## src/source/cab_bus_pkg.sv

```systemverilog
package cab_bus_pkg;

  // master byte address
  typedef logic [15:0] addr_t;

  // one data word as seen by a master
  typedef logic [31:0] data_t;

  // one word on the slave request and acknowledge channels
  typedef logic [15:0] half_t;

  // slave request word read either as a header or as raw write data
  typedef union packed {
    struct packed {
      logic [13:0] offset;
      logic        rsvd;
      logic        wr;
    } hdr;
    half_t data;
  } sreq_word_u;

  // request serializer states
  typedef enum logic [1:0] {
    send_addr,
    send_wdata_lo,
    send_wdata_hi
  } send_state_t;

endpackage

```

## src/source/cab_map_pkg.sv

```systemverilog
package cab_map_pkg;

  // slave j owns CAB_WINDOW bytes starting at j * CAB_WINDOW
  localparam int CAB_WINDOW = 4096;

  // header carries the word offset, so the byte offset is shifted by this
  localparam int HDR_OFS_LSB = 2;

  // 1 ms at 250 MHz
  localparam int DEFAULT_TIMEOUT = 250000;

endpackage

```

## src/source/cab_req_decode.sv

```systemverilog
`timescale 1ns/1ns

module cab_req_decode #(
  parameter int MST_CNT = 2,
  parameter int SLV_CNT = 2
) (
  input  logic               clk,
  input  logic               rst_n,
  input  cab_bus_pkg::addr_t maddr [MST_CNT],
  input  cab_bus_pkg::data_t mwdata [MST_CNT],
  input  logic [MST_CNT-1:0] mwr,
  input  logic [MST_CNT-1:0] mreq,
  input  logic               req_pop,
  output logic [MST_CNT-1:0] mrdy,
  output logic               req_valid,
  output logic [MST_CNT-1:0] req_mid,
  output logic [SLV_CNT-1:0] req_sid,
  output cab_bus_pkg::addr_t req_offset,
  output logic               req_wr,
  output cab_bus_pkg::data_t req_wdata
);

  localparam int Q_DEPTH = 8;
  localparam int Q_PTR_W = $clog2(Q_DEPTH);

  logic [SLV_CNT-1:0] dec_sid [MST_CNT];
  cab_bus_pkg::addr_t dec_offset [MST_CNT];
  logic [MST_CNT-1:0] q_empty;
  logic [SLV_CNT-1:0] head_sid [MST_CNT];
  cab_bus_pkg::addr_t head_offset [MST_CNT];
  logic [MST_CNT-1:0] head_wr;
  cab_bus_pkg::data_t head_wdata [MST_CNT];

  // window match and offset per master
  always_comb begin
    for (int m = 0; m < MST_CNT; m++) begin
      dec_sid[m] = '0;
      dec_offset[m] = '0;
      for (int s = 0; s < SLV_CNT; s++) begin
        if (int'(maddr[m]) >= s * cab_map_pkg::CAB_WINDOW &&
            int'(maddr[m]) < (s + 1) * cab_map_pkg::CAB_WINDOW) begin
          dec_sid[m][s] = 1'b1;
          dec_offset[m] = maddr[m] - cab_bus_pkg::addr_t'(s * cab_map_pkg::CAB_WINDOW);
        end
      end
    end
  end

  for (genvar m = 0; m < MST_CNT; m++) begin : g_mq
    logic [SLV_CNT-1:0] mem_sid [Q_DEPTH];
    cab_bus_pkg::addr_t mem_offset [Q_DEPTH];
    logic [Q_DEPTH-1:0] mem_wr;
    cab_bus_pkg::data_t mem_wdata [Q_DEPTH];
    logic [Q_PTR_W:0]   wptr;
    logic [Q_PTR_W:0]   rptr;
    logic               push;
    logic               pop;

    assign q_empty[m] = wptr == rptr;
    // extra pointer bit tells full from empty
    assign mrdy[m] = !((wptr[Q_PTR_W] != rptr[Q_PTR_W]) &&
                       (wptr[Q_PTR_W-1:0] == rptr[Q_PTR_W-1:0]));
    assign push = mreq[m] && mrdy[m];
    assign pop = req_pop && !q_empty[m];

    always_ff @(posedge clk) begin
      if (push) begin
        mem_sid[wptr[Q_PTR_W-1:0]] <= dec_sid[m];
        mem_offset[wptr[Q_PTR_W-1:0]] <= dec_offset[m];
        mem_wr[wptr[Q_PTR_W-1:0]] <= mwr[m];
        mem_wdata[wptr[Q_PTR_W-1:0]] <= mwdata[m];
      end
    end

    always_ff @(posedge clk or negedge rst_n) begin
      if (!rst_n) begin
        wptr <= '0;
        rptr <= '0;
      end else begin
        if (push) begin
          wptr <= wptr + 1'b1;
        end
        if (pop) begin
          rptr <= rptr + 1'b1;
        end
      end
    end

    assign head_sid[m] = mem_sid[rptr[Q_PTR_W-1:0]];
    assign head_offset[m] = mem_offset[rptr[Q_PTR_W-1:0]];
    assign head_wr[m] = mem_wr[rptr[Q_PTR_W-1:0]];
    assign head_wdata[m] = mem_wdata[rptr[Q_PTR_W-1:0]];
  end

  // masters are exclusive, so the non-empty set is already one-hot
  assign req_mid = ~q_empty;
  assign req_valid = |req_mid;

  always_comb begin
    req_sid = '0;
    req_offset = '0;
    req_wr = 1'b0;
    req_wdata = '0;
    for (int m = 0; m < MST_CNT; m++) begin
      if (req_mid[m]) begin
        req_sid = req_sid | head_sid[m];
        req_offset = req_offset | head_offset[m];
        req_wr = req_wr | head_wr[m];
        req_wdata = req_wdata | head_wdata[m];
      end
    end
  end

  a_one_master_queued: assert property (
    @(posedge clk) disable iff (!rst_n) $onehot0(~q_empty)
  ) else $error("requests queued from more than one master");

endmodule

```

## src/source/cab_send_fsm.sv

```systemverilog
`timescale 1ns/1ns

module cab_send_fsm #(
  parameter int MST_CNT = 2,
  parameter int SLV_CNT = 2,
  parameter int TIMEOUT_CYCLES = 64
) (
  input  logic               clk,
  input  logic               rst_n,
  input  logic               req_valid,
  input  logic [MST_CNT-1:0] req_mid,
  input  logic [SLV_CNT-1:0] req_sid,
  input  cab_bus_pkg::addr_t req_offset,
  input  logic               req_wr,
  input  cab_bus_pkg::data_t req_wdata,
  input  logic [SLV_CNT-1:0] srdy,
  input  logic               ent_rdy,
  output logic               req_pop,
  output logic [SLV_CNT-1:0] sreq,
  output cab_bus_pkg::half_t sreqdata [SLV_CNT],
  output logic               ent_push,
  output logic [MST_CNT-1:0] ent_mid,
  output logic [SLV_CNT-1:0] ent_sid,
  output logic               ent_done
);

  localparam int CNT_W = $clog2(TIMEOUT_CYCLES + 1);

  cab_bus_pkg::send_state_t state;
  cab_bus_pkg::send_state_t state_nxt;
  cab_bus_pkg::sreq_word_u  word;
  logic                     slv_rdy;
  logic                     send;
  logic                     wait_slv;
  logic                     tx_timeout;
  logic [CNT_W-1:0]         tx_cnt;

  // zero when the address hit no window, so such a request only times out
  assign slv_rdy = |(srdy & req_sid);
  assign tx_timeout = tx_cnt == CNT_W'(TIMEOUT_CYCLES - 1);

  always_comb begin
    state_nxt = state;
    send = 1'b0;
    wait_slv = 1'b0;
    req_pop = 1'b0;
    ent_push = 1'b0;
    word = '0;
    case (state)
      cab_bus_pkg::send_addr: begin
        word.hdr.offset = req_offset[cab_map_pkg::HDR_OFS_LSB +: $bits(word.hdr.offset)];
        word.hdr.rsvd = 1'b0;
        word.hdr.wr = req_wr;
        if (req_valid && slv_rdy && ent_rdy) begin
          send = 1'b1;
          if (req_wr) begin
            state_nxt = cab_bus_pkg::send_wdata_lo;
          end else begin
            req_pop = 1'b1;
            ent_push = 1'b1;
          end
        end else if (req_valid && !slv_rdy) begin
          wait_slv = 1'b1;
          req_pop = tx_timeout;
        end
      end
      cab_bus_pkg::send_wdata_lo: begin
        word.data = req_wdata[15:0];
        if (slv_rdy) begin
          send = 1'b1;
          state_nxt = cab_bus_pkg::send_wdata_hi;
        end else begin
          wait_slv = 1'b1;
          if (tx_timeout) begin
            req_pop = 1'b1;
            state_nxt = cab_bus_pkg::send_addr;
          end
        end
      end
      cab_bus_pkg::send_wdata_hi: begin
        word.data = req_wdata[31:16];
        if (slv_rdy) begin
          // write is complete once the high half is out
          send = 1'b1;
          req_pop = 1'b1;
          ent_push = 1'b1;
          state_nxt = cab_bus_pkg::send_addr;
        end else begin
          wait_slv = 1'b1;
          if (tx_timeout) begin
            req_pop = 1'b1;
            state_nxt = cab_bus_pkg::send_addr;
          end
        end
      end
      default: begin
        state_nxt = cab_bus_pkg::send_addr;
      end
    endcase
  end

  always_ff @(posedge clk or negedge rst_n) begin
    if (!rst_n) begin
      state <= cab_bus_pkg::send_addr;
    end else begin
      state <= state_nxt;
    end
  end

  // stall counter cleared by any progress
  always_ff @(posedge clk or negedge rst_n) begin
    if (!rst_n) begin
      tx_cnt <= '0;
    end else if (!wait_slv || req_pop) begin
      tx_cnt <= '0;
    end else begin
      tx_cnt <= tx_cnt + 1'b1;
    end
  end

  assign sreq = send ? req_sid : '0;

  for (genvar s = 0; s < SLV_CNT; s++) begin : g_sdata
    assign sreqdata[s] = sreq[s] ? word.data : '0;
  end

  assign ent_mid = req_mid;
  assign ent_sid = req_sid;
  // writes need no acknowledge data
  assign ent_done = req_wr;

  a_sreq_onehot: assert property (
    @(posedge clk) disable iff (!rst_n) $onehot0(sreq)
  ) else $error("request word sent to more than one slave");

  a_sreq_rdy: assert property (
    @(posedge clk) disable iff (!rst_n) (sreq & ~srdy) == '0
  ) else $error("request word sent to a slave that is not ready");

endmodule

```

## src/source/cab_ack_buffer.sv

```systemverilog
`timescale 1ns/1ns

module cab_ack_buffer #(
  parameter int MST_CNT = 2,
  parameter int SLV_CNT = 2,
  parameter int ACK_DEPTH = 8,
  parameter int TIMEOUT_CYCLES = 64
) (
  input  logic               clk,
  input  logic               rst_n,
  input  logic               ent_push,
  input  logic [MST_CNT-1:0] ent_mid,
  input  logic [SLV_CNT-1:0] ent_sid,
  input  logic               ent_done,
  input  logic [SLV_CNT-1:0] sack,
  input  cab_bus_pkg::half_t sackdata [SLV_CNT],
  output logic               ent_rdy,
  output logic [MST_CNT-1:0] mdn,
  output cab_bus_pkg::data_t mrdata [MST_CNT]
);

  localparam int PTR_W = (ACK_DEPTH > 1) ? $clog2(ACK_DEPTH) : 1;
  localparam int CNT_W = $clog2(TIMEOUT_CYCLES + 1);

  logic [ACK_DEPTH-1:0] ent_vld;
  logic [ACK_DEPTH-1:0] ent_cmp;
  logic [ACK_DEPTH-1:0] ent_hsel;
  logic [MST_CNT-1:0]   ent_mid_q [ACK_DEPTH];
  logic [SLV_CNT-1:0]   ent_sid_q [ACK_DEPTH];
  cab_bus_pkg::data_t   ent_data [ACK_DEPTH];
  logic [PTR_W-1:0]     wptr;
  logic [PTR_W-1:0]     rptr;
  logic [SLV_CNT-1:0]   wb_hit;
  logic [PTR_W-1:0]     wb_idx [SLV_CNT];
  logic                 head_vld;
  logic                 head_pop;
  logic                 rx_timeout;
  logic [CNT_W-1:0]     rx_cnt;

  function automatic logic [PTR_W-1:0] ptr_inc(input logic [PTR_W-1:0] p);
    return (p == PTR_W'(ACK_DEPTH - 1)) ? '0 : p + 1'b1;
  endfunction

  // oldest incomplete entry per slave takes that slave's next half
  always_comb begin
    int idx;
    for (int s = 0; s < SLV_CNT; s++) begin
      wb_hit[s] = 1'b0;
      wb_idx[s] = '0;
      // walk from youngest to oldest so the oldest match wins
      for (int i = ACK_DEPTH - 1; i >= 0; i--) begin
        idx = int'(rptr) + i;
        if (idx >= ACK_DEPTH) begin
          idx = idx - ACK_DEPTH;
        end
        if (ent_vld[idx] && !ent_cmp[idx] && ent_sid_q[idx][s]) begin
          wb_hit[s] = 1'b1;
          wb_idx[s] = PTR_W'(idx);
        end
      end
    end
  end

  always_ff @(posedge clk or negedge rst_n) begin
    if (!rst_n) begin
      ent_vld <= '0;
      ent_cmp <= '0;
      ent_hsel <= '0;
    end else begin
      if (head_pop) begin
        ent_vld[rptr] <= 1'b0;
      end
      if (ent_push) begin
        ent_vld[wptr] <= 1'b1;
        ent_cmp[wptr] <= ent_done;
        ent_hsel[wptr] <= 1'b0;
      end
      for (int s = 0; s < SLV_CNT; s++) begin
        if (sack[s] && wb_hit[s]) begin
          ent_hsel[wb_idx[s]] <= 1'b1;
          if (ent_hsel[wb_idx[s]]) begin
            ent_cmp[wb_idx[s]] <= 1'b1;
          end
        end
      end
    end
  end

  always_ff @(posedge clk) begin
    if (ent_push) begin
      ent_mid_q[wptr] <= ent_mid;
      ent_sid_q[wptr] <= ent_sid;
      ent_data[wptr] <= '0;
    end
    for (int s = 0; s < SLV_CNT; s++) begin
      if (sack[s] && wb_hit[s]) begin
        if (ent_hsel[wb_idx[s]]) begin
          ent_data[wb_idx[s]][31:16] <= sackdata[s];
        end else begin
          ent_data[wb_idx[s]][15:0] <= sackdata[s];
        end
      end
    end
  end

  always_ff @(posedge clk or negedge rst_n) begin
    if (!rst_n) begin
      wptr <= '0;
      rptr <= '0;
    end else begin
      if (ent_push) begin
        wptr <= ptr_inc(wptr);
      end
      if (head_pop) begin
        rptr <= ptr_inc(rptr);
      end
    end
  end

  assign ent_rdy = !ent_vld[wptr];
  assign head_vld = ent_vld[rptr];

  // return timeout counts only while the head waits for data
  always_ff @(posedge clk or negedge rst_n) begin
    if (!rst_n) begin
      rx_cnt <= '0;
    end else if (!head_vld || ent_cmp[rptr] || head_pop) begin
      rx_cnt <= '0;
    end else begin
      rx_cnt <= rx_cnt + 1'b1;
    end
  end

  assign rx_timeout = head_vld && !ent_cmp[rptr] && rx_cnt == CNT_W'(TIMEOUT_CYCLES - 1);
  assign head_pop = head_vld && (ent_cmp[rptr] || rx_timeout);

  assign mdn = head_pop ? ent_mid_q[rptr] : '0;

  for (genvar m = 0; m < MST_CNT; m++) begin : g_mrdata
    assign mrdata[m] = ent_data[rptr];
  end

  a_push_when_free: assert property (
    @(posedge clk) disable iff (!rst_n) ent_push |-> ent_rdy
  ) else $error("entry pushed into a full acknowledge buffer");

endmodule

```

## src/source/cab_bridge.sv

```systemverilog
`timescale 1ns/1ns

module cab_bridge #(
  parameter int MST_CNT = 2,
  parameter int SLV_CNT = 2,
  parameter int ACK_DEPTH = 8,
  parameter int TIMEOUT_CYCLES = cab_map_pkg::DEFAULT_TIMEOUT
) (
  input  logic               clk,
  input  logic               rst_n,
  input  cab_bus_pkg::addr_t maddr [MST_CNT],
  input  cab_bus_pkg::data_t mwdata [MST_CNT],
  input  logic [MST_CNT-1:0] mwr,
  input  logic [MST_CNT-1:0] mreq,
  output logic [MST_CNT-1:0] mrdy,
  output logic [MST_CNT-1:0] mdn,
  output cab_bus_pkg::data_t mrdata [MST_CNT],
  input  logic [SLV_CNT-1:0] srdy,
  input  logic [SLV_CNT-1:0] sack,
  input  cab_bus_pkg::half_t sackdata [SLV_CNT],
  output logic [SLV_CNT-1:0] sreq,
  output cab_bus_pkg::half_t sreqdata [SLV_CNT]
);

  logic               req_valid;
  logic [MST_CNT-1:0] req_mid;
  logic [SLV_CNT-1:0] req_sid;
  cab_bus_pkg::addr_t req_offset;
  logic               req_wr;
  cab_bus_pkg::data_t req_wdata;
  logic               req_pop;
  logic               ent_push;
  logic [MST_CNT-1:0] ent_mid;
  logic [SLV_CNT-1:0] ent_sid;
  logic               ent_done;
  logic               ent_rdy;

  cab_req_decode #(
    .MST_CNT (MST_CNT),
    .SLV_CNT (SLV_CNT)
  ) u_decode (
    .clk        (clk),
    .rst_n      (rst_n),
    .maddr      (maddr),
    .mwdata     (mwdata),
    .mwr        (mwr),
    .mreq       (mreq),
    .req_pop    (req_pop),
    .mrdy       (mrdy),
    .req_valid  (req_valid),
    .req_mid    (req_mid),
    .req_sid    (req_sid),
    .req_offset (req_offset),
    .req_wr     (req_wr),
    .req_wdata  (req_wdata)
  );

  cab_send_fsm #(
    .MST_CNT        (MST_CNT),
    .SLV_CNT        (SLV_CNT),
    .TIMEOUT_CYCLES (TIMEOUT_CYCLES)
  ) u_send (
    .clk        (clk),
    .rst_n      (rst_n),
    .req_valid  (req_valid),
    .req_mid    (req_mid),
    .req_sid    (req_sid),
    .req_offset (req_offset),
    .req_wr     (req_wr),
    .req_wdata  (req_wdata),
    .srdy       (srdy),
    .ent_rdy    (ent_rdy),
    .req_pop    (req_pop),
    .sreq       (sreq),
    .sreqdata   (sreqdata),
    .ent_push   (ent_push),
    .ent_mid    (ent_mid),
    .ent_sid    (ent_sid),
    .ent_done   (ent_done)
  );

  cab_ack_buffer #(
    .MST_CNT        (MST_CNT),
    .SLV_CNT        (SLV_CNT),
    .ACK_DEPTH      (ACK_DEPTH),
    .TIMEOUT_CYCLES (TIMEOUT_CYCLES)
  ) u_ack (
    .clk      (clk),
    .rst_n    (rst_n),
    .ent_push (ent_push),
    .ent_mid  (ent_mid),
    .ent_sid  (ent_sid),
    .ent_done (ent_done),
    .sack     (sack),
    .sackdata (sackdata),
    .ent_rdy  (ent_rdy),
    .mdn      (mdn),
    .mrdata   (mrdata)
  );

endmodule

```

## config.mk

```make
export PLATFORM = sky130hd
export DESIGN_NAME = cab_bridge
export DESIGN_NICKNAME = d
export VERILOG_FILES = /design/src/source/cab_bus_pkg.sv /design/src/source/cab_map_pkg.sv /design/src/source/cab_req_decode.sv /design/src/source/cab_send_fsm.sv /design/src/source/cab_ack_buffer.sv /design/src/source/cab_bridge.sv
export SDC_FILE = /design/constraint.sdc
export NUM_CORES = 2
export LEC_CHECK = 0
export BUFFER_PORTS_ARGS = -buffer_cell sky130_fd_sc_hd__buf_2
export CAP_MARGIN = 20
export CORE_ASPECT_RATIO = 0.6
export CORE_MARGIN = 2
export CORE_UTILIZATION = 40
export CTS_CLUSTER_DIAMETER = 50
export DETAILED_ROUTE_END_ITERATION = 12
export HOLD_SLACK_MARGIN = 0.02
export SYNTH_ARGS = -nofsm -noshare
export SYNTH_HDL_FRONTEND = slang
export SYNTH_HIERARCHICAL = 1
export SYNTH_SLANG_ARGS = --single-unit
```

## constraint.sdc

```tcl
create_clock -name clk -period 5.15 [get_ports clk]
set_input_delay 0.515 -clock clk [delete_from_list [all_inputs] [get_ports clk]]
set_output_delay 0.515 -clock clk [all_outputs]
set_load 0.01 [all_outputs]
```

==> results.toml <==
[timing]
fin_skew_ns = 0.0598
setup_viol = 0
layout_min_cycle_time_ns = 5.01
finalHoldViolCount = 0
fmax_mhz = 200
final-max-slew-violation-count = 0
finalCritPeriodShare_pct = 97.2
fin_hold_ws_ns = 0.0684
setup_tns_ns = 0
slew_headroom_pct = 26.1
fin_ws_ns = 0.145
rsz0062_at_grt = "yes"
worstMarginPinSlew_ns = 1.11

[floorplan]
core_um2 = 129000
io_pins = 240
initial_core_util_pct = 40.3
fp.dieH_um = 283
die_w_um = 470
rows = 102
dieArea_um2 = 133000

[route]
drt_iter0_drc = 4265
drtPass1Iterations = 9
wirelength_um = 147000
wl_per_cell_um = 27.1
dr_total_vias = 31800
drc = 0
ant_nets = 0
viasPerCell = 5.87

[critical_path]
critical-path-top-delay-family = "multiplexers"
slowest_stage = "dfrtp_4"
cp_num_buf_inv = 1
critPathRequiredTime_ns = 4.64
endpoint_kind = "output port"
path_class = "reg -> out"
path_max_fanout = 24
path_cells = "mux4_2 -> mux2i_1 -> o22ai_1 -> a22oi_2 -> nor3_1 -> nand2_1 -> nor2_1 -> buf_2"
arrival_ns = 4.49
cp-start-kind = "flop"
max_stage_delay_ns = 0.76
rrSetupSlack_ns = 0.21

[cts]
htree_levels = 3
clk_pin_slew_ns = 0.07
cts_setup_buffers = 0
clock-root-buffer = "clkbuf_16"
clockBufferDepth = 3
cts_made_buffers = 111
clk_latency_ns = 0.75
cts_tree = "built"
cts.sinks = 1156

[global_route]
grt_max_degree = 92
overflow = 0
grt_pass1_vias = 30000
antenna_found_initial = 16
grt_pass1_wl_um = 213000
grt_use_total_pct = 21.7

[yosys]
syn_area_um2 = 52000
yosys_warnings = 6
syn_inst = 3310
synth_nets = 3472
synth.avg_cell_area_um2 = 15.7

[final_layout]
drive_above_1_share_pct = 25.8
nNetsFinal = 3761
fin_cells = 5419
area_growth_pct = 15.5
n_fill_cell = 11000
final_area_um2 = 60100

[placement]
placed_area_um2 = 55600
dp.cells = 5147
gp_congestion = 0.941
dpl.hpwl_um = 95400
dp_slack_ns = 0.158
io_buffers = 239

[run]
max_cap_viol_count = 0

[power]
worst_ir_drop_vdd_mv = 0.518
p_leak_nw = 20.7
power_density_nw_per_um2 = 670

[worst_hold_path]
hold_class = "in -> reg"

[outcome]
status = "completed"
## worst register-to-register path, cell delays in order (launching register included)
cell and delay [ns]:
dfrtp_4 0.49, inv_1 0.09, ha_1 0.34, and4b_4 0.28
o41ai_2 0.51, buf_4 0.21, o32ai_1 0.08, or3b_1 0.40
a211oi_1 0.31, o41ai_2 0.18, nand2b_1 0.21, buf_4 0.17
nor2_1 0.14, nand3b_1 0.21, nor2_2 0.91, a22o_1 0.27
## placed cells by master, fill, tap and decap left out, types with 24 or more instances in the layout
cell           instances
edfxtp_1            1072
dlygate4sd3_1         54
dfrtp_1               75
buf_2                239
xnor2_1               35
mux4_2               283
clkbuf_16            112
nand3_1               72
buf_4                136
nand2_1              400
nor3_1                32
nor2_1               123
o21ai_1               36
inv_1                 76
o31ai_1               31
mux2i_1              148
ha_1                  24
o22ai_1              102
o21ai_0               49
nor2b_1               34
a22o_1                83
## flip-flops by register name, summed over array words and instances (netlist names)
name / cells
u_decode/g_mq.mem_wdata: 512
u_ack/ent_data: 256
u_decode/g_mq.mem_offset: 224
u_decode/g_mq.mem_sid: 32
u_ack/rx_cnt: 18
u_send/tx_cnt: 18
u_ack/ent_mid_q: 16
u_ack/ent_sid_q: 16
u_decode/g_mq.mem_wr: 16
u_ack/ent_cmp: 8
u_ack/ent_hsel: 8
u_ack/ent_vld: 8
u_decode/g_mq.rptr: 8
u_decode/g_mq.wptr: 8
u_ack/rptr: 3
u_ack/wptr: 3
u_send/state: 2
## stage by stage
| stage | utilization (%) | power, W |
|---|---|---|
| 2_1_floorplan | - | 0.0250 |
| 4_1_cts | 46.5 | 0.0401 |
| 6_report | 46.6 | 0.0403 |
| 3_3_place_gp | 43.1 | 0.0312 |
| 5_1_grt | 46.6 | 0.0420 |
| 3_5_place_dp | 43.1 | 0.0314 |
## worst paths after layout
kind                                           from                               end  cells past startpoint
setup / recovery           u_decode/g_mq[1].rptr[0]                       sreqdata[3]                      8
hold / removal                           mwdata[34]  u_decode/g_mq[0].mem_wdata[3][2]                      1
setup reg to reg                      u_ack/rptr[1]              u_ack/ent_data[4][2]                     15
hold reg to reg                     u_ack/rx_cnt[0]                   u_ack/rx_cnt[0]                      1
max in group asynchronous                     rst_n          u_decode/g_mq[0].rptr[2]                      3
min in group asynchronous                     rst_n          u_decode/g_mq[1].wptr[2]                      2
## power breakdown
part / internal (W) / switching, W / total (W)
logic: 0.00671 / 0.0109 / 0.0177
clock network: 0.00490 / 0.00376 / 0.00866
registers: 0.0128 / 0.00111 / 0.0140
## timing repair
item                                    CTS  global route
endpoints found under the hold margin   457             0
gates resized for setup                   1             7
hold buffers                             54             0
endpoints found under the setup margin   34           194
## layer usage
layer  vias up  wire length [um]  track usage [%]
met3       161             17800             7.26
met4         4              2310             4.33
li1      13600                 -                -
met1     16400             69200             35.4
met2      1681             57700             27.5
met5         -                21                0
## cell type report
class	instances	area (um^2)	area share [%]
Timing Repair Buffer	445	3070	5.11
Clock inverter	80	1020	1.70
Tap cell	1716	2150	3.57
Clock buffer	130	2890	4.81
Inverter	84	315	0.525
Sequential cell	1156	34300	57.1
Multi-Input combinational cell	1801	16300	27.1
Antenna cell	7	17.5	0.0292
Note: power is estimated with default switching activity, not from simulation.
